### src/gb_video_pkg.sv
`default_nettype none

package gb_video_pkg;

  ////////////////////
  // LCD geometry
  ////////////////////
  localparam int gb_width  = 160;     // Pixels per LCD line
  localparam int gb_height = 144;     // LCD lines per frame
  localparam int fb_depth  = 23040;   // Shade buffer entries
  localparam int fb_addr_w = 15;

  ////////////////////
  // Output raster
  ////////////////////
  localparam int h_active     = 320;  // Twice the LCD width
  localparam int h_total      = 400;
  localparam int h_sync_start = 336;
  localparam int h_sync_len   = 32;
  localparam int v_active     = 288;  // Twice the LCD height
  localparam int v_total      = 312;
  localparam int v_sync_start = 295;
  localparam int v_sync_len   = 3;
  localparam int h_cnt_w      = 9;
  localparam int v_cnt_w      = 9;

  // Button filter length in cycles
  localparam int debounce_cycles = 16;

  // Raster counter to DVI pins
  localparam int mixer_latency = 3;

  // Palette select, stepped in this order
  typedef enum logic [1:0] {
    pal_gray,
    pal_green,
    pal_amber,
    pal_inverse
  } palette_t;

  // LCD capture FSM
  typedef enum logic [1:0] {
    cap_wait_frame,  // Until the first vsync
    cap_active,
    cap_frozen       // Buffer held
  } capture_state_t;

  // Colour by palette then shade, RGB 8:8:8
  localparam logic [23:0] palette_rgb [4][4] = '{
    '{24'hFFFFFF, 24'hAAAAAA, 24'h555555, 24'h000000},  // Gray
    '{24'hE0F8D0, 24'h88C070, 24'h346856, 24'h081820},  // DMG green
    '{24'hFFD080, 24'hC08830, 24'h704010, 24'h201000},  // Amber
    '{24'h000000, 24'h555555, 24'hAAAAAA, 24'hFFFFFF}   // Gray reversed
  };

endpackage

`default_nettype wire

### src/video_timing.sv
`timescale 1ns/10ps
`default_nettype none

module video_timing (
  input  wire logic                             clk,
  input  wire logic                             rst_n,
  output logic                                  hs,      // Active high
  output logic                                  vs,      // Active high
  output logic                                  active,  // Visible window
  output logic      [gb_video_pkg::h_cnt_w-1:0] x,
  output logic      [gb_video_pkg::v_cnt_w-1:0] y
);

  logic [gb_video_pkg::h_cnt_w-1:0] h_cnt;
  logic [gb_video_pkg::v_cnt_w-1:0] v_cnt;
  logic                             h_last;
  logic                             v_last;

  assign h_last = (int'(h_cnt) == gb_video_pkg::h_total - 1);
  assign v_last = (int'(v_cnt) == gb_video_pkg::v_total - 1);

  ////////////////////
  // Counters
  ////////////////////
  always_ff @(posedge clk or negedge rst_n) begin
    if (!rst_n) begin
      h_cnt <= '0;
      v_cnt <= '0;
    end else begin
      if (h_last) begin
        h_cnt <= '0;
        if (v_last)
          v_cnt <= '0;  // Frame wrap
        else
          v_cnt <= v_cnt + 1'b1;
      end else begin
        h_cnt <= h_cnt + 1'b1;
      end
    end
  end

  ////////////////////
  // Decode
  ////////////////////
  always_comb begin
    hs = (int'(h_cnt) >= gb_video_pkg::h_sync_start) &&
         (int'(h_cnt) <  gb_video_pkg::h_sync_start + gb_video_pkg::h_sync_len);
    vs = (int'(v_cnt) >= gb_video_pkg::v_sync_start) &&
         (int'(v_cnt) <  gb_video_pkg::v_sync_start + gb_video_pkg::v_sync_len);
    // Pixels only in the top left corner
    active = (int'(h_cnt) < gb_video_pkg::h_active) &&
             (int'(v_cnt) < gb_video_pkg::v_active);
  end

  assign x = h_cnt;  // Raw counters out
  assign y = v_cnt;

endmodule

`default_nettype wire

### config.mk
export PLATFORM = sky130hd
export DESIGN_NAME = video_timing
export DESIGN_NICKNAME = d
export VERILOG_FILES = /design/src/gb_video_pkg.sv /design/src/video_timing.sv
export SDC_FILE = /design/constraint.sdc
export NUM_CORES = 1
export LEC_CHECK = 0
export BUFFER_PORTS_ARGS = -buffer_cell sky130_fd_sc_hd__buf_2
export CORE_UTILIZATION = 40
export CTS_CLUSTER_DIAMETER = 200
export DETAILED_ROUTE_END_ITERATION = 10
export PLACE_DENSITY_LB_ADDON = 0.2
export RECOVER_POWER = 50
export SYNTH_ARGS = -nofsm -noshare
export SYNTH_HDL_FRONTEND = slang
export SYNTH_SLANG_ARGS = --single-unit
### constraint.sdc
create_clock -name clk -period 2.3 [get_ports clk]
set_input_delay 0.345 -clock clk [delete_from_list [all_inputs] [get_ports clk]]
set_output_delay 0.345 -clock clk [all_outputs]
set_load 0.1 [all_outputs]
**After elaboration in Yosys (flattened, before gate mapping)**

Index checks and enable logic that the tools add are counted.

- Output and inout port bits: 21
- Bits of input ports: 2
- Flip-flop bits (word level): 18

- Reduce and logical (&&, ||, !) cells: 3
- Equal/unequal tests: 2
- Add/subtract/negate cells: 2
- Mux-type cells: 2
- Order comparisons: 6

Operators by type and width:

| operator | count |
|---|---|
| 9-bit < comparator, second input constant | 4 |
| 9-bit by 1-bit adder with 9-bit output, second input constant | 2 |
| 9-bit greater-or-equal comparator, second input constant | 2 |
| 9-bit two-way mux | 2 |
| 9-bit by 8-bit == test with 1-bit output, second input constant | 1 |
| 9-bit == test, second input constant | 1 |
| 1-bit logical AND | 3 |

**Logic depth before layout (Yosys ltp)**

- Word-level depth: 2
- Gate-level depth with buffers: 5
- Depth with buffers taken out: 4

**Worst setup path before layout**

Ideal clock, no wire load.

- Path kind: register to output
- From: reg v_cnt (netlist bit y[1])
- To: out vs
- Arrival time: 6.126 ns
- Setup slack: -4.171 ns
- Cell stages (with the launch flop): 4
- Cell sequence: dfrtp_1 -> ha_1 -> o21ai_0 -> a2111oi_0

- Longest elaborated chain between the ends: 2
- Elaborated cells between the ends (all ways): 3
- Those cells by class: order compare (2); reduce/logical (1)

Ends and longest elaborated chain:

| item | RTL line | text |
|---|---|---|
| start, declared | video_timing.sv:15 | `logic [gb_video_pkg::v_cnt_w-1:0] v_cnt;` |
| start signal, assigned | video_timing.sv:35 | `v_cnt <= v_cnt + 1'b1;` |
| 9-bit greater-or-equal comparator / 9-bit < comparator (equally long branches) | video_timing.sv:48, video_timing.sv:49 |  |
| 1-bit logical AND (*) | video_timing.sv:48 | `vs = (int'(v_cnt) >= gb_video_pkg::v_sync_start) &&` |
| end, declared | video_timing.sv:8 | `output logic vs,` |

Every way passes the cells marked *; elsewhere a longest branch is shown, timed or not.

**Final worst setup path**

- From: reg v_cnt (netlist bit y[6])
- To: out vs

Same word-level chain as after synthesis.

==> impl_metrics.csv <==
group,metric,value,unit
cells_and_area,mostFrequentLayoutCells,"buf_2, dfrtp_2, nor2_1, clkbuf_1",
global_route,first_global_vias,834,
routing,wl_per_cell,14.8,microns
logic_synthesis,avgSynthCellArea,9.63,sq um
worst_setup_path,crit_fanout,9,
power_and_ir_drop,p_per_area,410,nW/um^2
routing,totalWireLength,2420,microns
worst_setup_path,critPathKind,"reg -> out",
routing,via_per_inst,5.91,
clock_network,clk_path_buf_depth,2,
logic_synthesis,syn_area,1100,sq um
worst_hold_path,hold_class,"reg -> reg",
run,drv_cap,0,
worst_setup_path,cp-start-kind,"register",
placed_design,gp_congestion,0.850,
placed_design,portBuffers,22,
power_and_ir_drop,p_leak,0.000540,uW
logic_synthesis,synth-edff-count,0,
floorplanning,row_count,18,
worst_setup_path,cp_data_required_time,1.96,ns
global_route,antenna_found_initial,0,
routing,vias,963,
placed_design,preCtsSetupSlack,0.442,ns
logic_synthesis,synth_fp_nets,119,
sta,timing.slew.headroom,22.2,%
clock_network,h-tree-depth,1,
floorplanning,start_util,43.1,%
logic_synthesis,ys_warn_count,0,
sta,worst_pin_slew,1.17,ns
global_route,grt_pass1_wl,3810,microns
clock_network,cts_tree,"yes",
sta,finalSetupViolCount,0,
global_route,grt_overflow_total,0,
logic_synthesis,synth-seq-cells,18,
placed_design,dpl.hpwl,1700,microns
cells_and_area,antennaDiodeCount,0,
sta,hold_viol,0,
logic_synthesis,synth-seq-area-share,41.0,%
worst_setup_path,arrival,1.86,ns
outcome,status,"complete, no violations",
sta,layout_min_cycle_time,2.21,ns
clock_network,post_cts_buffers,0,
floorplanning,die_h,54.4,microns
routing,first_iter_violations,19,
power_and_ir_drop,vdd_drop_max,0.254,mV
cells_and_area,fillers,252,
clock_network,clkTransAtPathRegs,0.12,ns
clock_network,root_buffer,"clkbuf_4",
logic_synthesis,yosysUniqueCellTypes,41,
clock_network,cts_buffers,3,
cells_and_area,drive_gt1_share,30.1,%
global_route,grt_max_degree,19,
routing,dr.pass1.iters,4,
routing,drc,0,
clock_network,clock_latency,0.30,ns
floorplanning,core_area,2540,sq um
floorplanning,die-area,2960,sq um
cells_and_area,seqCellArea,469,sq um
clock_network,clock_sinks,18,
logic_synthesis,async_reset_ff_share,100,%
logic_synthesis,ys.flop_type,"dfrtp_1",
sta,period_share,96.0,%
sta,rsz0062_at_grt,"no",
routing,drt.antenna.violating_nets,0,
logic_synthesis,syn_inst,114,
floorplanning,io_pins,23,
cells_and_area,layout.nets,139,
sta,fin_skew,0.00405,ns
cells_and_area,layout_commonest_cell,"buf_2",
worst_setup_path,cp-end-kind,"output pin",
sta,fmax,0.453,GHz
sta,drv_slew,0,
sta,setup_ws,0.0914,ns
cells_and_area,area_delta_synth_final,17.9,%
cells_and_area,multiInputGateArea,603,sq um
global_route,grtUsageTotal,18.2,%
power_and_ir_drop,finalPower,531,uW
floorplanning,die_w,54.4,microns
critical path, cell delays in order, from the launching register on:
cell and delay (ns):
dfrtp_4 0.54, nor4bb_1 0.28, o21ai_1 0.15, a2111oi_4 0.37, buf_12 0.22
logic make-up (layout without fill, tap and decap cells):
kind of cell	count (synthesis)	in the layout	share of synthesized area [%]
compound gates	23	23	14.3
xor+xnor	8	8	6.38
fa+ha+maj	3	3	3.42
buf+inv	13	32	6.73
flops	18	18	41.0
mux	3	3	2.96
simple gates	46	46	25.2
metal layers:
metal / up-vias / part of all wire (%) / track usage (%)
met5: - / 0 / 0
met4: 0 / 0.62 / 6.41
met3: 2 / 5.5 / 3.89
met2: 30 / 44 / 27.2
met1: 470 / 50 / 25.6
li1: 461 / - / -
layout make-up:
| cell class | count | share of cell area, % |
|---|---|---|
| tap | 30 | 2.90 |
| timing repair buffer | 24 | 10.3 |
| sequential | 18 | 36.3 |
| inverter | 4 | 1.16 |
| multi-input combinational | 83 | 46.6 |
| clock buffer | 4 | 2.80 |
path summary, 6_finish.rpt:
check	start	to	slack [ns]	depth (start not counted)
max in group asynchronous	rst_n	y[6]	0.85	2
max	y[6]	vs	0.09	4
max reg2reg	x[4]	y[4]	0.46	3
min reg2reg	x[0]	x[0]	0.54	1
min	x[0]	x[0]	0.54	1
min in group asynchronous	rst_n	y[6]	0.72	2
what timing repair did:
action	CTS	global route
endpoints found under the setup margin	0	0
gates resized for setup	0	0
hold buffers	1	0
hold endpoints to repair	18	0
state kept, by name (all words and copies together) (netlist names):
signal and count:
x 9, y 9
Yosys cell counts (3+ instances only):
cell      count  area share, %
and4_1        5            4.0
nand4_1       6            3.4
nand3_1       4            1.8
nand2_1       7            2.4
nor2_1        9            3.1
dfrtp_1      18             41
ha_1          3            3.4
xor2_1        4            3.2
inv_1         4            1.4
o21ai_0       8            3.6
xnor2_1       4            3.2
clkbuf_1      3            1.0
where the power goes:
part | internal (uW) | switching [uW] | leakage [uW]
logic | 1.46 | 6.41 | 0.000302
clock network | 96.5 | 110 | 0.0000210
registers | 316 | 0 | 0.000218
metrics by stage:
step / utilization [%] / std cells / TNS, ns / area [sq um] / hold slack, ns
finish: 50.8 / 163 / 0 / 1290 / 0.536
global route: 50.8 / 163 / 0 / 1290 / 0.588
CTS: 51.3 / 163 / 0 / 1310 / 0.502
detailed placement: 49.5 / 158 / 0 / 1260 / 0.312
global placement: 49.5 / 158 / 0 / 1260 / 0.308
floorplan: - / 114 / -0.397 / 1160 / 0.0494
Power figures use the tool's default switching activity.
