==> src/gb_video_pkg.sv <==
`default_nettype none

package gb_video_pkg;

  ////////////////////
  // LCD geometry
  ////////////////////
  localparam int gb_width  = 160;     // Pixels per LCD line
  localparam int gb_height = 144;     // LCD lines per frame
  localparam int fb_depth  = 23040;   // Shade buffer entries
  localparam int fb_addr_w = 15;

  ////////////////////
  // Output raster
  ////////////////////
  localparam int h_active     = 320;  // Twice the LCD width
  localparam int h_total      = 400;
  localparam int h_sync_start = 336;
  localparam int h_sync_len   = 32;
  localparam int v_active     = 288;  // Twice the LCD height
  localparam int v_total      = 312;
  localparam int v_sync_start = 295;
  localparam int v_sync_len   = 3;
  localparam int h_cnt_w      = 9;
  localparam int v_cnt_w      = 9;

  // Button filter length in cycles
  localparam int debounce_cycles = 16;

  // Raster counter to DVI pins
  localparam int mixer_latency = 3;

  // Palette select, stepped in this order
  typedef enum logic [1:0] {
    pal_gray,
    pal_green,
    pal_amber,
    pal_inverse
  } palette_t;

  // LCD capture FSM
  typedef enum logic [1:0] {
    cap_wait_frame,  // Until the first vsync
    cap_active,
    cap_frozen       // Buffer held
  } capture_state_t;

  // Colour by palette then shade, RGB 8:8:8
  localparam logic [23:0] palette_rgb [4][4] = '{
    '{24'hFFFFFF, 24'hAAAAAA, 24'h555555, 24'h000000},  // Gray
    '{24'hE0F8D0, 24'h88C070, 24'h346856, 24'h081820},  // DMG green
    '{24'hFFD080, 24'hC08830, 24'h704010, 24'h201000},  // Amber
    '{24'h000000, 24'h555555, 24'hAAAAAA, 24'hFFFFFF}   // Gray reversed
  };

endpackage

`default_nettype wire

==> src/dvi_mixer.sv <==
`timescale 1ns/10ps
`default_nettype none

module dvi_mixer (
  input  wire logic                               clk,
  input  wire logic                               rst_n,
  input  wire logic                               active,
  input  wire logic                               hs,
  input  wire logic                               vs,
  input  wire logic [gb_video_pkg::h_cnt_w-1:0]   x,
  input  wire logic [gb_video_pkg::v_cnt_w-1:0]   y,
  input  wire logic [1:0]                         rd_shade,
  input  wire logic                               palette_next,  // East button pulse
  output logic      [gb_video_pkg::fb_addr_w-1:0] rd_addr,
  output logic                                    dvi_hs,
  output logic                                    dvi_vs,
  output logic                                    dvi_blank,
  output logic      [7:0]                         dvi_r,
  output logic      [7:0]                         dvi_g,
  output logic      [7:0]                         dvi_b
);

  gb_video_pkg::palette_t palette;
  gb_video_pkg::palette_t palette_succ;

  logic [gb_video_pkg::mixer_latency-1:0] hs_dly;   // Control delay line
  logic [gb_video_pkg::mixer_latency-1:0] vs_dly;
  logic [gb_video_pkg::mixer_latency-1:0] act_dly;
  logic                                   pal_pending;
  logic                                   out_vs_rise;
  logic [23:0]                            rgb;

  ////////////////////
  // Stage 1 address
  ////////////////////
  always_ff @(posedge clk or negedge rst_n) begin
    if (!rst_n) begin
      rd_addr <= '0;
    end else if (active) begin
      // Each LCD pixel covers a 2x2 block
      rd_addr <= gb_video_pkg::fb_addr_w'(y[gb_video_pkg::v_cnt_w-1:1]) *
                 gb_video_pkg::fb_addr_w'(gb_video_pkg::gb_width) +
                 gb_video_pkg::fb_addr_w'(x[gb_video_pkg::h_cnt_w-1:1]);
    end else begin
      rd_addr <= '0;  // Keep in range during blanking
    end
  end

  // Stage 2 is the buffer read itself

  ////////////////////
  // Sync delay
  ////////////////////
  always_ff @(posedge clk or negedge rst_n) begin
    if (!rst_n) begin
      hs_dly  <= '0;
      vs_dly  <= '0;
      act_dly <= '0;
    end else begin
      hs_dly  <= {hs_dly[gb_video_pkg::mixer_latency-2:0], hs};
      vs_dly  <= {vs_dly[gb_video_pkg::mixer_latency-2:0], vs};
      act_dly <= {act_dly[gb_video_pkg::mixer_latency-2:0], active};
    end
  end

  assign dvi_hs    = hs_dly[gb_video_pkg::mixer_latency-1];
  assign dvi_vs    = vs_dly[gb_video_pkg::mixer_latency-1];
  assign dvi_blank = ~act_dly[gb_video_pkg::mixer_latency-1];
  // Next cycle dvi_vs rises
  assign out_vs_rise = vs_dly[gb_video_pkg::mixer_latency-2] &
                       ~vs_dly[gb_video_pkg::mixer_latency-1];

  ////////////////////
  // Stage 3 colour
  ////////////////////
  always_ff @(posedge clk or negedge rst_n) begin
    if (!rst_n)
      rgb <= '0;
    else if (act_dly[gb_video_pkg::mixer_latency-2])
      rgb <= gb_video_pkg::palette_rgb[palette][rd_shade];
    else
      rgb <= '0;  // Black while blanked
  end

  assign dvi_r = rgb[23:16];
  assign dvi_g = rgb[15:8];
  assign dvi_b = rgb[7:0];

  // Palette order gray, green, amber, inverse
  always_comb begin
    case (palette)
      gb_video_pkg::pal_gray:    palette_succ = gb_video_pkg::pal_green;
      gb_video_pkg::pal_green:   palette_succ = gb_video_pkg::pal_amber;
      gb_video_pkg::pal_amber:   palette_succ = gb_video_pkg::pal_inverse;
      default:                   palette_succ = gb_video_pkg::pal_gray;
    endcase
  end

  // Switch only between output frames
  always_ff @(posedge clk or negedge rst_n) begin
    if (!rst_n) begin
      palette     <= gb_video_pkg::pal_gray;
      pal_pending <= 1'b0;
    end else if (out_vs_rise) begin
      if (pal_pending || palette_next)
        palette <= palette_succ;
      pal_pending <= 1'b0;
    end else if (palette_next) begin
      pal_pending <= 1'b1;
    end
  end

endmodule

`default_nettype wire

==> config.mk <==
export PLATFORM = sky130hd
export DESIGN_NAME = dvi_mixer
export DESIGN_NICKNAME = d
export VERILOG_FILES = /design/src/gb_video_pkg.sv /design/src/dvi_mixer.sv
export SDC_FILE = /design/constraint.sdc
export NUM_CORES = 1
export LEC_CHECK = 0
export BUFFER_PORTS_ARGS = -buffer_cell sky130_fd_sc_hd__clkbuf_2
export CAP_MARGIN = 30
export CORE_ASPECT_RATIO = 0.5
export CORE_UTILIZATION = 52
export CTS_CLUSTER_SIZE = 20
export DETAILED_ROUTE_END_ITERATION = 10
export PLACE_DENSITY = 0.9
export SETUP_SLACK_MARGIN = 0.3
export SLEW_MARGIN = 25
export SYNTH_ARGS = -nofsm -noshare
export SYNTH_HDL_FRONTEND = slang
export SYNTH_SLANG_ARGS = --single-unit
==> constraint.sdc <==
create_clock -name clk -period 2 [get_ports clk]
set_input_delay 0.1 -clock clk [delete_from_list [all_inputs] [get_ports clk]]
set_output_delay 0.1 -clock clk [all_outputs]
set_load 0.005 [all_outputs]
# Word-level counts from Yosys, hierarchy flattened
# Cells that the tools add are included.
[totals]
regBits = 51
latch_bits = 0
ramBits = 0
mem_bits_ro = 0
input_bits = 26
elab_cells = 33
memories = 0
[op_classes]
n_addsub = 1
multipliers = 1
div = 0
magnitude_cmp = 2
n_eq_ne = 2
shift = 0
mux = 11
bitwise = 5
n_reduce_logical = 4
[ops]
columns = ["operator", "n"]
rows = [
  ["$bmux 96 s2", 1],
  ["$mux 96", 2],
  ["$mux 24", 3],
  ["$bmux 24 s2", 1],
  ["$add 15x8->15", 1],
  ["$mux 15", 1],
  ["$mul 8x3->10 const B", 1],
  ["$ge 3x3->1 const B", 2],
  ["$not 2->3", 2],
  ["$pmux 2 s3", 1],
  ["$eq 2x1->1 const B", 1],
  ["$eq 2x2->1 const B", 1],
  ["$logic_not 2->1", 1],
  ["$mux 1", 2],
  ["$not 1->1", 2],
  ["$reduce_and 2->1", 1],
  ["$reduce_bool 2->1", 1],
  ["$and 1x1->1", 1],
  ["$logic_or 1x1->1", 1],
]

# Depth between registers and ports, before layout
[depth]
ltp_word = 8
mapped_depth = 9
ltp_nobuf = 9

# Worst setup path before layout
# No wires, ideal clock.
[synth_path]
path_kind = "in2reg"
from = "in y[2] (netlist bit)"
to = "reg rd_addr[14] (netlist bit)"
setup_time_ns = 0.135
arrival_time_ns = 2.221
slack_ns = -0.357
path_stages = 9
n_path_buf = 0
path_cell_list = "ha_1 -> ha_1 -> inv_1 -> fa_1 -> xor2_1 -> or2_4 -> or4_4 -> o311ai_2 -> o41ai_2"
[synth_between]
elab_chain_len = 3
[synth_lines]
columns = ["element", "line", "source"]
rows = [
  ["from (decl)", "dvi_mixer.sv:11", "input wire logic [gb_video_pkg::v_cnt_w-1:0] y,"],
  ["$mul 8x3->10", "dvi_mixer.sv:41", "rd_addr <= gb_video_pkg::fb_addr_w'(y[gb_video_pkg::v_cnt_w-1:1]) *"],
  ["$add 15x8->15", "dvi_mixer.sv:42", "gb_video_pkg::fb_addr_w'(gb_video_pkg::gb_width) +"],
  ["$mux 15", "dvi_mixer.sv:39", "end else if (active) begin"],
  ["to (signal assigned)", "dvi_mixer.sv:41", ""],
  ["to (decl)", "dvi_mixer.sv:14", "output logic [gb_video_pkg::fb_addr_w-1:0] rd_addr,"],
]
# Every way passes these cells.
# A chain may end at the register's enable or synchronous reset.

# Final worst setup path
[layout_path]
from = "in y[5] (netlist bit)"
to = "reg rd_addr[14] (netlist bit)"
# Same word-level chain as after synthesis.

==> impl_metrics.json <==
{
  "status": "finished with violations",
  "failing_checks": "setup timing",
  "synthDistinctLibCells": 44,
  "yosysTopAreaCell": "dfrtp_1",
  "maxCapViolations": 0,
  "synth_ff_type": "dfrtp_1",
  "stdcell_area_um2": 3320,
  "postSynthNetCount": 273,
  "worstHoldEndpoint": "rd_addr[1]",
  "routed_vias": 2002,
  "synth.ff_latch_count": 47,
  "cts-root-to-sink-buffers": 2,
  "clkTransAtPathRegs_ns": 0.08,
  "placement.io_buffers": 65,
  "detail_route.iter0.violations": 79,
  "timing.reg2reg.worst_path_depth": 5,
  "power.density_nw_per_um2": 889,
  "grt.overflow.total": 0,
  "drt_drc_violations_left": 0,
  "detailed_place_hpwl_mm": 3.86,
  "layout_worst_path_cycle_share": 1.07,
  "cts-root-buf": "clkbuf_8",
  "rsz_0062_raised_after_global_routing": "yes",
  "die_y_um": 49.8,
  "report.final.slew_viol_count": 0,
  "core.rowCount": 16,
  "flow.area_growth_from_synthesis_pct": 40.0,
  "worst_pin_slew_ns": 0.437,
  "post_dp_cell_area_um2": 2950,
  "cts_tree": "done",
  "ys_top_cells_by_area": "dfrtp_1 (50%), ha_1 (10%), nor2_1 (4.9%), a21oi_1 (3.8%), inv_1 (2.2%)",
  "die-width_um": 97.5,
  "num-nets-final": 368,
  "cts_buffers": 5,
  "ant_nets": 0,
  "fin_worst_hold_slack_ns": 0.0216,
  "synth_edf_count": 0,
  "multi_input_area_um2": 1290,
  "vias_in_the_first_global_route": 1981,
  "drtPass1Iterations": 4,
  "post_synth_instance_area_um2": 2370,
  "worst_slack_ns": -0.140,
  "class_of_the_most_critical_hold_timing_path": "input pin to flip-flop",
  "p_leak_nw": 1.64,
  "worstSetupStartpointType": "input pin",
  "cts.sink_count": 47,
  "finalSetupViolCount": 1,
  "dp.cells": 363,
  "worstHoldPathCells": 2,
  "critical_path_class": "input pin to flip-flop",
  "synth.yosys.seq_area_share": 0.496,
  "worst_hold_startpoint": "x[2]",
  "peakVddDrop_mv": 0.486,
  "seq_area_um2": 1180,
  "vias_per_cell": 5.32,
  "maximum_net_fanout_on_the_critical_path": 2,
  "drive_gt1_frac": 0.425,
  "instances_no_fill": 376,
  "ctsHtreeMaxLevel": 2,
  "rrSetupSlack_ns": 0.44,
  "design.core.area_um2": 4120,
  "timing.max_slew.rel_slack": 0.708,
  "crit-reg2reg-capture": "rgb[21]",
  "finalWorstPathRequiredPeriod_ns": 2.14,
  "routed_length_per_instance_um": 14.4,
  "hold_viol": 0,
  "grt_max_degree": 26,
  "worst_skew_pair.late_latency_ns": 0.29,
  "finalWeightedCongestion": 0.897,
  "maxClockFrequency_mhz": 467,
  "synthesis.yosys.warnings": 0,
  "ys_async_sr_fraction": 1.00,
  "syn_inst": 226,
  "global_route.usage.total": 0.237,
  "grt_first_pass_wirelength_mm": 9.00,
  "critical_path_required_ns": 2.19,
  "synth.top_cell.area_share": 0.496,
  "final_core_util": 0.806,
  "io_pins": 68,
  "critical_path.endpoint_type": "flip-flop",
  "initial_antenna_violation_count": 0,
  "nFillCells": 257,
  "floorplan.initialDensity": 0.575,
  "post_synth.cell_area_avg_um2": 10.5,
  "crit_arrival_ns": 2.33,
  "routed_wirelength_mm": 5.43,
  "skew_ns": 0.00353,
  "setup-tns-final_ns": -0.140,
  "num_antenna_cells": 0,
  "crit-reg2reg-launch": "palette[0]",
  "design.die.area_um2": 4850
}
==> how the worst max path moves through the flow <==
stage,start,to,slack [ns],cells after the start
after detailed placement,y[4],rd_addr[14],-0.46,10
after floorplan,y[4],rd_addr[14],-0.27,9
after CTS,y[4],rd_addr[14],-0.12,10
after global routing,y[3],rd_addr[14],-0.18,9
after global placement,y[4],rd_addr[14],-0.38,10
final,y[5],rd_addr[14],-0.14,9
==> stage by stage <==
step / power, mW / setup WS [ns]
final: 2.95 / -0.140
after floorplan: 1.73 / -0.267
after global routing: 3.13 / -0.181
after detailed placement: 2.11 / -0.461
after global placement: 2.07 / -0.378
after CTS: 2.89 / -0.118
==> cells in the mapped netlist, types with 2 or more instances <==
cell and count:
nor3b_1 2, nand2b_1 3, nor2_1 31, dfrtp_1 47, inv_1 14, a31oi_1 2, clkbuf_1 6, a21oi_1 18
xnor2_1 5, buf_4 4, a211oi_1 6, o211ai_1 5, nor4_1 2, nor2b_1 3, xor2_1 2, ha_1 19
o21ai_0 8, and2_1 8, nand2_1 11, a21o_1 3, a21boi_0 2, fa_1 2, nor3_1 2
==> registers in the layout (all words and copies together), names as in the netlist <==
name,count
pal_pending,1
hs_dly,3
rd_addr,15
vs_dly,3
act_dly,3
rgb,20
palette,2
==> cells by family after synthesis <==
logic type | synth area share
flip-flops | 0.496
XOR/XNOR | 0.0258
adder cells (fa/ha/maj) | 0.117
buffers and inverters | 0.0459
AO/OA/AOI/OAI | 0.174
AND/OR/NAND/NOR | 0.142
==> cell usage in the layout (no fill, tap or decap), drive strengths merged, types with 2 or more instances in the layout <==
cell,count
nor4,2
a31oi,2
dfrtp,47
xnor2,5
xor2,2
a21boi,2
nor3b,3
a211oi,7
fa,2
a21oi,18
nand2,11
nor2,32
inv,14
nor3,2
o211ai,5
o21ai,9
and2,8
nor2b,3
ha,19
buf,33
dlygate4sd3,3
a21o,3
clkbuf,69
nand2b,3
==> per-layer routing <==
metal	wire length, um	global-route usage
met1	2230	0.271
met2	2920	0.464
met3	203	0.0397
met4	74	0.0637
met5	0	0
==> worst max-delay path, stage by stage <==
cell and delay, ns:
clkbuf_2 0.12, ha_4 0.30, inv_1 0.08, fa_2 0.42, xor2_2 0.17, or2_4 0.24, or4_4 0.51, buf_6 0.14
o41ai_2 0.25
==> power by group <==
group	leakage, nW	switching [mW]	internal, mW
Sequential	0.591	0.0789	1.09
Combinational	0.989	0.560	0.525
Clock	0.0612	0.293	0.404
==> timing repair <==
action | 4_1_cts | 5_1_grt
endpoints found under the setup margin | 7 | 7
resized for setup | 18 | 20
hold buffers | 3 | 0
endpoints found under the hold margin | 49 | 0
setup buffers | 0 | 2
pin swaps | 4 | 5
cloned | 0 | 0
==> cell type report <==
type                       count  share of cell area
clock buffer                   6              0.0249
clock inverter                 2              0.0105
timing repair buffer          99               0.185
multi-input combinational    154               0.389
inverter                      14              0.0158
sequential                    47               0.354
tap                           54              0.0203
(Power assumes the default switching activity.)
