### src/gb_video_pkg.sv
`default_nettype none

package gb_video_pkg;

  ////////////////////
  // LCD geometry
  ////////////////////
  localparam int gb_width  = 160;     // Pixels per LCD line
  localparam int gb_height = 144;     // LCD lines per frame
  localparam int fb_depth  = 23040;   // Shade buffer entries
  localparam int fb_addr_w = 15;

  ////////////////////
  // Output raster
  ////////////////////
  localparam int h_active     = 320;  // Twice the LCD width
  localparam int h_total      = 400;
  localparam int h_sync_start = 336;
  localparam int h_sync_len   = 32;
  localparam int v_active     = 288;  // Twice the LCD height
  localparam int v_total      = 312;
  localparam int v_sync_start = 295;
  localparam int v_sync_len   = 3;
  localparam int h_cnt_w      = 9;
  localparam int v_cnt_w      = 9;

  // Button filter length in cycles
  localparam int debounce_cycles = 16;

  // Raster counter to DVI pins
  localparam int mixer_latency = 3;

  // Palette select, stepped in this order
  typedef enum logic [1:0] {
    pal_gray,
    pal_green,
    pal_amber,
    pal_inverse
  } palette_t;

  // LCD capture FSM
  typedef enum logic [1:0] {
    cap_wait_frame,  // Until the first vsync
    cap_active,
    cap_frozen       // Buffer held
  } capture_state_t;

  // Colour by palette then shade, RGB 8:8:8
  localparam logic [23:0] palette_rgb [4][4] = '{
    '{24'hFFFFFF, 24'hAAAAAA, 24'h555555, 24'h000000},  // Gray
    '{24'hE0F8D0, 24'h88C070, 24'h346856, 24'h081820},  // DMG green
    '{24'hFFD080, 24'hC08830, 24'h704010, 24'h201000},  // Amber
    '{24'h000000, 24'h555555, 24'hAAAAAA, 24'hFFFFFF}   // Gray reversed
  };

endpackage

`default_nettype wire

### src/gb_lcd_capture.sv
`timescale 1ns/10ps
`default_nettype none

module gb_lcd_capture (
  input  wire logic                                  clk,
  input  wire logic                                  rst_n,
  input  wire logic                                  gb_hs,
  input  wire logic                                  gb_vs,
  input  wire logic                                  gb_cpl,    // Pixel latch
  input  wire logic [1:0]                            gb_pixel,
  input  wire logic                                  gb_valid,
  input  wire logic                                  freeze_toggle,
  output logic                                       wr_en,
  output logic      [gb_video_pkg::fb_addr_w-1:0]    wr_addr,
  output logic      [1:0]                            wr_shade,
  output logic                                       frozen
);

  gb_video_pkg::capture_state_t state;

  logic       hs_q, vs_q, cpl_q;  // Previous samples
  logic       hs_rise, vs_rise, cpl_rise;
  logic [7:0] lcd_col;
  logic [7:0] lcd_row;
  logic       row_started;        // First hs after vs seen
  logic       freeze_pending;
  logic       pix_ok;
  logic       in_range;

  assign hs_rise  = gb_hs & ~hs_q;
  assign vs_rise  = gb_vs & ~vs_q;
  assign cpl_rise = gb_cpl & ~cpl_q;
  assign pix_ok   = cpl_rise & gb_valid;

  // Anything past the LCD edge is dropped
  assign in_range = (int'(lcd_col) < gb_video_pkg::gb_width) &&
                    (int'(lcd_row) < gb_video_pkg::gb_height) && row_started;

  ////////////////////
  // Position tracking
  ////////////////////
  always_ff @(posedge clk or negedge rst_n) begin
    if (!rst_n) begin
      hs_q        <= 1'b0;
      vs_q        <= 1'b0;
      cpl_q       <= 1'b0;
      lcd_col     <= '0;
      lcd_row     <= '0;
      row_started <= 1'b0;
      wr_en       <= 1'b0;
    end else begin
      hs_q  <= gb_hs;
      vs_q  <= gb_vs;
      cpl_q <= gb_cpl;
      wr_en <= pix_ok && in_range && (state == gb_video_pkg::cap_active);
      if (vs_rise) begin  // New frame
        lcd_col     <= '0;
        lcd_row     <= '0;
        row_started <= 1'b0;
      end else if (hs_rise) begin
        lcd_col     <= '0;
        row_started <= 1'b1;  // First hs opens row 0
        if (row_started && int'(lcd_row) < gb_video_pkg::gb_height)
          lcd_row <= lcd_row + 1'b1;
      end else if (pix_ok && int'(lcd_col) < gb_video_pkg::gb_width) begin
        lcd_col <= lcd_col + 1'b1;  // Saturates at line end
      end
    end
  end

  // Write payload
  always_ff @(posedge clk) begin
    wr_shade <= gb_pixel;
    wr_addr  <= gb_video_pkg::fb_addr_w'(lcd_row) *
                gb_video_pkg::fb_addr_w'(gb_video_pkg::gb_width) +
                gb_video_pkg::fb_addr_w'(lcd_col);
  end

  ////////////////////
  // Freeze FSM
  ////////////////////
  always_ff @(posedge clk or negedge rst_n) begin
    if (!rst_n) begin
      state          <= gb_video_pkg::cap_wait_frame;
      freeze_pending <= 1'b0;
    end else if (vs_rise) begin
      freeze_pending <= 1'b0;  // Request consumed at frame start
      case (state)
        gb_video_pkg::cap_wait_frame:
          state <= (freeze_pending || freeze_toggle) ? gb_video_pkg::cap_frozen
                                                     : gb_video_pkg::cap_active;
        gb_video_pkg::cap_active:
          if (freeze_pending || freeze_toggle) state <= gb_video_pkg::cap_frozen;
        gb_video_pkg::cap_frozen:
          if (freeze_pending || freeze_toggle) state <= gb_video_pkg::cap_active;
        default:
          state <= gb_video_pkg::cap_wait_frame;
      endcase
    end else if (freeze_toggle) begin
      freeze_pending <= 1'b1;  // Hold until next vsync
    end
  end

  assign frozen = (state == gb_video_pkg::cap_frozen);  // Drives led_n

endmodule

`default_nettype wire

### config.mk
export PLATFORM = sky130hd
export DESIGN_NAME = gb_lcd_capture
export DESIGN_NICKNAME = d
export VERILOG_FILES = /design/src/gb_video_pkg.sv /design/src/gb_lcd_capture.sv
export SDC_FILE = /design/constraint.sdc
export NUM_CORES = 1
export LEC_CHECK = 0
export ABC_AREA = 1
export BUFFER_PORTS_ARGS = -buffer_cell sky130_fd_sc_hd__buf_2
export CORE_MARGIN = 2
export CORE_UTILIZATION = 29
export CTS_CLUSTER_DIAMETER = 150
export DETAILED_ROUTE_END_ITERATION = 12
export GPL_TIMING_DRIVEN = 0
export HOLD_SLACK_MARGIN = 0.08
export PLACE_DENSITY = 0.55
export RECOVER_POWER = 50
export SYNTH_ARGS = -nofsm -noshare
export SYNTH_HDL_FRONTEND = slang
export SYNTH_SLANG_ARGS = --single-unit
### constraint.sdc
create_clock -name clk -period 2.75 [get_ports clk]
set_input_delay 0.275 -clock clk [delete_from_list [all_inputs] [get_ports clk]]
set_output_delay 0.275 -clock clk [all_outputs]
set_load 0.03 [all_outputs]
Word level (Yosys, flattened, before mapping)
Index checks and enable logic that the tools add are counted.
W data, S select, Z words.
- flip-flop bits (word level): 41
- bits in latches: 0
- memory bits (writable): 0
- bits in read-only memories: 0
- input port bits: 9
- memories kept: 0
- add/subtract/negate cells: 3
- multiply operators: 1
- div/mod/pow operators: 0
- magnitude comparators: 2
- equality and inequality tests: 4
- shift-type cells: 0
- multiplexer cells: 14
- bitwise gates (word level): 7
- reduce and logical (&&, ||, !) cells: 14
- operators by type and width (operator ; number):
    $mux W8 ; 6
    $add A8 B1 Y8 const B ; 2
    $lt A8 B8 Y1 const B ; 2
    $add A15 B8 Y15 ; 1
    $mul A8 B3 Y10 const B ; 1
    $logic_and A1 B1 Y1 ; 6
    $mux W2 ; 3
    $pmux W2 S3 ; 1
    $reduce_bool A2 Y1 ; 3
    $and A1 B1 Y1 ; 4
    $mux W1 ; 4
    $ne A2 B1 Y1 const B ; 2
    $not A1 Y1 ; 3
    $reduce_and A3 Y1 ; 1
    $reduce_bool A3 Y1 ; 1
    $eq A2 B1 Y1 const B ; 1
    $eq A2 B2 Y1 const B ; 1
    $logic_not A2 Y1 ; 1
    $reduce_and A2 Y1 ; 1
    $logic_or A1 B1 Y1 ; 1

Depth between registers and ports, before layout
Gate-level depths: netlist (run 1).
- depth in word-level cells: 7
- gate-level depth with buffers: 12
- mapped depth without buffers: 12

Worst setup path after synthesis (run 1)
OpenSTA, ideal clock, no wires.
- path type: reg2reg
- from: reg lcd_row[1]
- to: reg wr_addr[14] (netlist bit)
- arrival time: 2100 ps
- data required time: 2636 ps
- slack: 536 ps
- cell stages (with the launch flop): 13
- path buffers: 0
- period minus slack after synthesis: 2214 ps
- cell sequence: dfrtp_1 -> ha_1 -> ha_1 -> fa_1 -> nand2_1 -> inv_1 -> nand4_1 -> nand2_1 -> inv_1 -> nor2_2 -> nand3_1 -> nand2_1 -> nand2_1
- longest elaborated chain between the ends: 2
- RTL lines (element ; RTL line ; RTL):
    start, declared ; gb_lcd_capture.sv:24 ; logic [7:0] lcd_row;
    start signal, assigned ; gb_lcd_capture.sv:64 ; lcd_row <= lcd_row + 1'b1;
    $mul A8 B3 Y10 ; gb_lcd_capture.sv:74 ; wr_addr <= gb_video_pkg::fb_addr_w'(lcd_row) *
    $add A15 B8 Y15 ; gb_lcd_capture.sv:75 ; gb_video_pkg::fb_addr_w'(gb_video_pkg::gb_width) +
    end signal, assigned ; gb_lcd_capture.sv:74 ;
    end, declared ; gb_lcd_capture.sv:14 ; output logic [gb_video_pkg::fb_addr_w-1:0] wr_addr,
No other way between the ends.
A chain may end at the register's enable or synchronous reset.

Final worst setup path (run 1)
Same ends and word-level chain as after synthesis.

==> key figures, run 1 <==
Status
  • Status: completed

Route
  • # DRC: 0
  • Vias per Instance: 4.235
  • Routed via count: 1660
  • Drt first pass iters: 4
  • Routed Wire Length: 3992 µm
  • Initial DRC Count: 81
  • Final ANT Viol Nets: 0
  • WL/cell: 10.18 µm

STA
  • Clk_skew: 5.702 ps
  • Pins over their slew limit: 0
  • RSZ-0062 raised after global routing: no
  • Minimum clock period: 2399 ps
  • Setup-failing EPs final: 0
  • Hold WS: 104.5 ps
  • Slew HR: 0.1226
  • Worst Tran Pin Value: 1316 ps
  • FMAX: 416.8 MHz
  • Final period utilization: 0.8725
  • Fin Setup TNS: 0 ps
  • Final hold vios: 0

Logic synthesis
  • Distinct cell type count after synthesis: 30
  • Synth Instances: 255
  • Synth Warn #: 0
  • Syn Std Cell Area: 0.002150 mm²
  • Register area share after synthesis: 0.4377
  • Syn nets: 283
  • Mapped Avg Cell Area: 8.430 µm²
  • Register bit total from synthesis: 41

Floorplanning
  • Full die area: 0.008117 mm²
  • Initial core utilization: 0.2980
  • # IOs: 28
  • Die X: 90.10 µm
  • Count of standard-cell rows: 31
  • Chip Height: 90.10 µm
  • Core Box Area: 0.007214 mm²

Setup path
  • Crit path largest cell delay: 570 ps
  • R2r setup slk: 350 ps
  • Worst EP required: 2930 ps
  • CP max stage cell: fa_1
  • CP Depth: 12
  • CP Cell Sequence: ha_1 > ha_1 > fa_1 > nand2_1 > inv_1 > nand4_1 > nand2_1 > inv_1 > nor2_2 > nand3_1 > nand2_1 > nand2_1
  • Worst Setup EP: wr_addr[14]
  • Crit Path Category: reg -> reg
  • CP delay by family, top: adder cells
  • Path depth of the worst reg2reg path: 12
  • Crit path arrival time: 2580 ps
  • R2R Path End: wr_addr[14]
  • Critical Path End Type: flip-flop
  • Worst path most repeated cell: nand2_1
  • Worst-path fanout max: 5
  • RR Startpoint: lcd_row[1]
  • CP Launch Type: flip-flop
  • Critical Path Source: lcd_row[1]
  • Critical path buffers and inverters: 2

Clock tree
  • Clock root cell: clkbuf_8
  • PostCTS Resize Cnt: 0
  • Cts bufs inserted: 5
  • Hold Buf Count CTS: 3
  • CTS H-tree depth: 2
  • Worst-path clk slew: 80 ps
  • Clk buf depth: 2
  • # Post-CTS Setup Buffers: 0
  • Sinks on Clock Net: 41
  • CTS tree: built
  • Clock Latency Late Sink: 290 ps

Cells and area
  • Area delta synth->final: 18.34%
  • Final design utilization: 0.3526
  • Share of cells above drive strength 1: 0.1536
  • Nets: 320
  • Fillers: 778
  • Ant diodes: 0

Power
  • Clock power share: 0.270
  • Cell-internal power: 1200 µW
  • Power density cells: 726.0 mW/mm²
  • Lkg Pwr: 0.001298 µW
  • Psw: 646.9 µW
  • Combinational share of power: 0.308
  • Peak supply drop: 0.2250 mV
  • Switching portion of total power: 0.3503
  • Register share of total power: 0.423

Global route
  • Grt ovf: 0
  • Largest net degree at the start of global routing: 25
  • Vias in the first global route: 1470
  • GRT Util Overall: 0.1007
  • Global-route wire length before repair: 6782 µm
  • Initial antenna violation count: 0

Placed design
  • DP HPWL: 2982 µm
  • Port bufs: 27
  • Placer Congestion: 0.8110

Flow run
  • Max_cap viols: 0

Min path
  • Worst hold path class: in -> reg
## metrics by stage
step	cells	power (µW)	setup WS [ps]	instance area (µm²)
after global routing	392	1978	123.1	2544
after detailed placement	381	1371	342.8	2409
final	392	1847	350.5	2544
after floorplan	255	1222	536.2	2150
after global placement	381	1367	343.7	2409
after CTS	392	1886	326.9	2555
## cells in the mapped netlist
library cell,number,share of area
o21ai_0,12,0.028
ha_1,17,0.099
fa_1,2,0.019
buf_2,1,0.0023
inv_2,4,0.0070
xor2_2,2,0.015
nand2_4,1,0.0052
buf_6,2,0.010
xor2_1,7,0.029
o21ai_2,2,0.0082
dfxtp_1,17,0.16
nand2_1,54,0.094
or2_4,1,0.0041
dfrtp_1,24,0.28
o31ai_1,1,0.0035
xnor2_1,3,0.012
a31oi_1,1,0.0029
inv_1,33,0.058
and3_1,1,0.0029
a21oi_2,1,0.0041
nor2_2,1,0.0029
nand4_1,9,0.026
nor2_1,21,0.037
nand3_1,20,0.047
nand3_2,1,0.0047
a21oi_1,9,0.021
or2_2,1,0.0029
nor3_1,4,0.0093
o21ai_1,1,0.0023
nand2_2,2,0.0058
## worst min path at each step
| stage | endpoint | depth (start not counted) | start | slack, ps |
|---|---|---|---|---|
| floorplan | cpl_q | 0 | rst_n | -20 |
| global placement | lcd_col[3] | 1 | rst_n | 310 |
| detailed placement | lcd_col[3] | 1 | rst_n | 310 |
| CTS | cpl_q | 1 | gb_cpl | 100 |
| global route | vs_q | 1 | gb_vs | 90 |
| finish | cpl_q | 1 | gb_cpl | 100 |
## layout by cell type, fill, tap and decap left out, types with 2 or more instances in the layout
master	n
o21ai_0	12
nor2_1	21
inv_1	33
dlygate4sd3_1	3
o21ai_2	2
fa_1	2
buf_2	21
dfxtp_1	17
nor3_1	4
nand2_2	2
ha_1	17
dfrtp_1	24
a21oi_1	9
clkbuf_1	8
nand2_1	54
clkbuf_8	6
nand4_1	9
xnor2_1	3
xor2_1	7
xor2_2	2
buf_6	2
inv_2	4
nand3_1	20
## logic make-up (layout without fill, tap and decap cells)
group | Yosys count | after routing | share of synthesized area
AO/OA/AOI/OAI | 27 | 27 | 0.06985
XOR/XNOR | 12 | 12 | 0.05588
adder cells (fa/ha/maj) | 19 | 19 | 0.1176
buffers and inverters | 40 | 78 | 0.07741
flip-flops | 41 | 41 | 0.4377
AND/OR/NAND/NOR | 116 | 116 | 0.2416
## area by class of cell
class / instances / area, µm² / area share
plain buffers: 3 / 27.53 / 0.01082
clock buffers: 7 / 86.33 / 0.03394
clock inverters: 1 / 30.03 / 0.01181
inverters: 37 / 138.9 / 0.05460
multi-input cells: 174 / 1040 / 0.4088
flip-flops and latches: 41 / 940.9 / 0.3699
well taps: 99 / 123.9 / 0.04870
repair buffers: 30 / 156.4 / 0.06149
## per-layer routing
| metal | vias to the layer above | share of wire | GRT usage |
|---|---|---|---|
| li1 | 893 | - | - |
| met1 | 740 | 0.52 | 0.1439 |
| met2 | 25 | 0.44 | 0.1523 |
| met3 | 2 | 0.031 | 0.02515 |
| met4 | 0 | 0.0085 | 0.02564 |
| met5 | - | 0 | 0 |
## power by group through the flow
stage | sequential [µW] | combinational, µW | clock [µW]
2_1_floorplan | 907 | 315 | 0
3_3_place_gp | 792 | 575 | 0
3_5_place_dp | 793 | 578 | 0
4_1_cts | 780 | 585 | 520
5_1_grt | 798 | 638 | 543
6_report | 781 | 568 | 498
## registers in the layout, summed over array words and instances, names as in the netlist
signal / cells
vs_q: 1
wr_shade: 2
state: 2
wr_addr: 15
freeze_pending: 1
lcd_row: 8
row_started: 1
lcd_col: 8
wr_en: 1
hs_q: 1
cpl_q: 1
Power figures use the tool's default switching activity.
==> run 2, diff against run 1 <==
--- a/config.mk
+++ b/config.mk
@@ -13,7 +13,7 @@
 export DETAILED_ROUTE_END_ITERATION = 12
 export GPL_TIMING_DRIVEN = 0
 export HOLD_SLACK_MARGIN = 0.08
-export PLACE_DENSITY = 0.55
+export PLACE_DENSITY_LB_ADDON = 0.25
 export RECOVER_POWER = 50
 export SYNTH_ARGS = -nofsm -noshare
 export SYNTH_HDL_FRONTEND = slang
==> run 2 against run 1 <==
  * Via count rose by 2.5%
  * Clock-buffer cell count shrank 1
  * Sequential cell count did not move
  * Register-to-register slack about the same
==> key figures, run 2 (same netlist as run 1, synthesis figures left out) <==
Cells and area
  • Top Registers: wr_addr x15, lcd_col x8, lcd_row x8
  • Most frequent cells in the layout: nand2_1 (54), inv_1 (33), dfrtp_1 (24)
  • Finished Layout Cells: 393 (+0.26%)
  • Commonest non-fill, non-tap cell in the layout: nand2_1
  • Multi-input logic area: 0.001040 mm² (unchanged)
  • Sequential cell area: 940.9 µm² (unchanged)
  • Ant diodes: 0 (unchanged)
  • Share of cells above drive strength 1: 0.1463 (-0.007325)
  • Biggest register: wr_addr
  • Fillers: 766 (-1.5%)
  • Nets: 321 (+0.31%)
  • Largest register FFs: 15 (unchanged)
  • Area delta synth->final: 18.45% (about the same)

Clock tree
  • CTS tree: built
  • Clock root cell: clkbuf_8
  • # Post-CTS Setup Buffers: 0 (unchanged)
  • Cts bufs inserted: 5 (unchanged)
  • Clock Latency Late Sink: 290 ps (about the same)
  • Sinks on Clock Net: 41 (unchanged)
  • Clk buf depth: 2 (unchanged)
  • CTS H-tree depth: 2 (unchanged)
  • Worst-path clk slew: 80 ps (about the same)

Route
  • Drt first pass iters: 6 (+2)
  • Final ANT Viol Nets: 0 (unchanged)
  • Initial DRC Count: 80 (-1.2%)
  • Vias per Instance: 4.328 (+2.2%)
  • # DRC: 0 (unchanged)
  • WL/cell: 10.05 µm (-1.3%)
  • Routed Wire Length: 3950 µm (-1.1%)
  • Routed via count: 1701 (+2.5%)

Floorplanning
  • Core Box Area: 0.007214 mm² (unchanged)
  • Initial core utilization: 0.2980 (unchanged)
  • Count of standard-cell rows: 31 (unchanged)
  • Full die area: 0.008117 mm² (unchanged)
  • Die X: 90.10 µm (unchanged)
  • # IOs: 28 (unchanged)
  • Chip Height: 90.10 µm (unchanged)

Status
  • Status: completed

Global route
  • Met1 Use GR: 0.1503 (+0.006405)
  • Vias in the first global route: 1584 (+7.8%)
  • Initial antenna violation count: 0 (unchanged)
  • GRT Util Overall: 0.1073 (+0.006600)
  • Grt ovf: 0 (unchanged)
  • Met3 usage: 0.02598 (+0.0008382)
  • Largest net degree at the start of global routing: 25 (unchanged)
  • Most Used Layer, Global Route: met2
  • GRT met2 Usage: 0.1648 (+0.01253)
  • Global-route wire length before repair: 7265 µm (+7.1%)

Placed design
  • Placer Congestion: 0.8175 (+0.80%)
  • Post-Place Cells: 381 (unchanged)
  • DP HPWL: 2955 µm (-0.91%)
  • Port bufs: 27 (unchanged)

STA
  • Clk_skew: 9.246 ps (+3.544 ps)
  • Final hold vios: 0 (unchanged)
  • Worst Tran Pin Value: 1386 ps (+69.74 ps)
  • Setup-failing EPs final: 0 (unchanged)
  • Minimum clock period: 2402 ps (+3.008 ps)
  • RSZ-0062 raised after global routing: no
  • Slew HR: 0.07606 (-0.04650)
  • Fin Setup TNS: 0 ps (unchanged)
  • Pins over their slew limit: 0 (unchanged)
  • FMAX: 416.2 MHz (-0.13%)
  • Final period utilization: 0.8736 (+0.001094)

Setup path
  • Critical Path End Type: flip-flop
  • Worst-path fanout max: 5 (unchanged)
  • Worst Setup EP: wr_addr[14]
  • R2R Path End: wr_addr[14]
  • RR Startpoint: lcd_row[1]
  • Crit Path Category: reg -> reg
  • Critical Path Source: lcd_row[1]
  • Crit path arrival time: 2590 ps (about the same)
  • Worst EP required: 2940 ps (about the same)
  • Path depth of the worst reg2reg path: 12 (unchanged)
  • R2r setup slk: 350 ps (about the same)
  • CP Launch Type: flip-flop

Flow run
  • Max_cap viols: 0 (unchanged)

Power
  • Power density cells: 722.9 mW/mm² (-0.43%)
  • Lkg Pwr: 0.001294 µW (-0.34%)
  • Peak supply drop: 0.2355 mV (+4.7%)

Min path
  • Worst hold path class: in -> reg
==> run 2: changes by cell type in the layout (fill, tap and decap cells not counted), sizes merged <==
| cell | previous run | this run |
|---|---|---|
| buf | 23 | 21 |
| clkbuf | 14 | 15 |
| clkinv | 0 | 1 |
| dlygate4sd3 | 3 | 4 |
==> run 2: worst max-delay path, cell delays in order, from the launching register on <==
cell and delay (ps):
dfrtp_1 440, ha_1 320, ha_1 240, fa_1 570, nand2_1 70, inv_1 60
nand4_1 70, nand2_1 110, inv_1 60, nor2_2 160, nand3_1 90, nand2_1 60
nand2_1 40
==> run 2: what timing repair did <==
| action | in CTS | in global routing |
|---|---|---|
| hold buffers | 3 | 1 |
| endpoints found under the hold margin | 26 | 1 |
| gates resized for setup | 0 | 0 |
==> run 2: worst min-delay path by stage <==
stage / depth (start not counted) / to / start / slack, ps
after floorplan: 0 / cpl_q / rst_n / -20
after global placement: 1 / lcd_col[3] / rst_n / 310
after detailed placement: 1 / lcd_row[1] / rst_n / 310
after CTS: 1 / cpl_q / gb_cpl / 90
after global routing: 1 / vs_q / gb_vs / 90
final: 1 / cpl_q / gb_cpl / 100
==> run 2: per-stage QoR <==
stage | total power, µW | hold WS (ps) | utilization | setup WS (ps) | cell area (µm²)
after floorplan | 1222 | -20.59 | - | 536.2 | 2150
after global placement | 1369 | 311.6 | 0.3339 | 344.6 | 2409
after detailed placement | 1370 | 309.1 | 0.3339 | 348.4 | 2409
after CTS | 1873 | 85.80 | 0.3535 | 330.2 | 2550
after global routing | 1977 | 90.25 | 0.3529 | 79.66 | 2546
final | 1841 | 101.9 | 0.3529 | 347.5 | 2546
==> run 2: power by group <==
group | switching [µW] | internal [µW]
Sequential | 70.8 | 708
Combinational | 373 | 196
Clock | 220 | 273
Total | 663 | 1180
==> run 2: area by class of cell <==
cell class,instances,area share
Clock buffer,6,0.02850
Inverter,37,0.05455
Tap cell,99,0.04865
Clock inverter,2,0.01523
Multi-Input combinational cell,174,0.4084
Sequential cell,41,0.3695
Buffer,3,0.01081
Timing Repair Buffer,31,0.06437
==> run 2: routing by layer <==
metal / up-vias / part of all wire / wire length [µm]
li1: 894 / - / -
met1: 779 / 0.51 / 2011
met2: 24 / 0.45 / 1766
met3: 4 / 0.034 / 134
met4: 0 / 0.0096 / 38
met5: - / 0 / 0
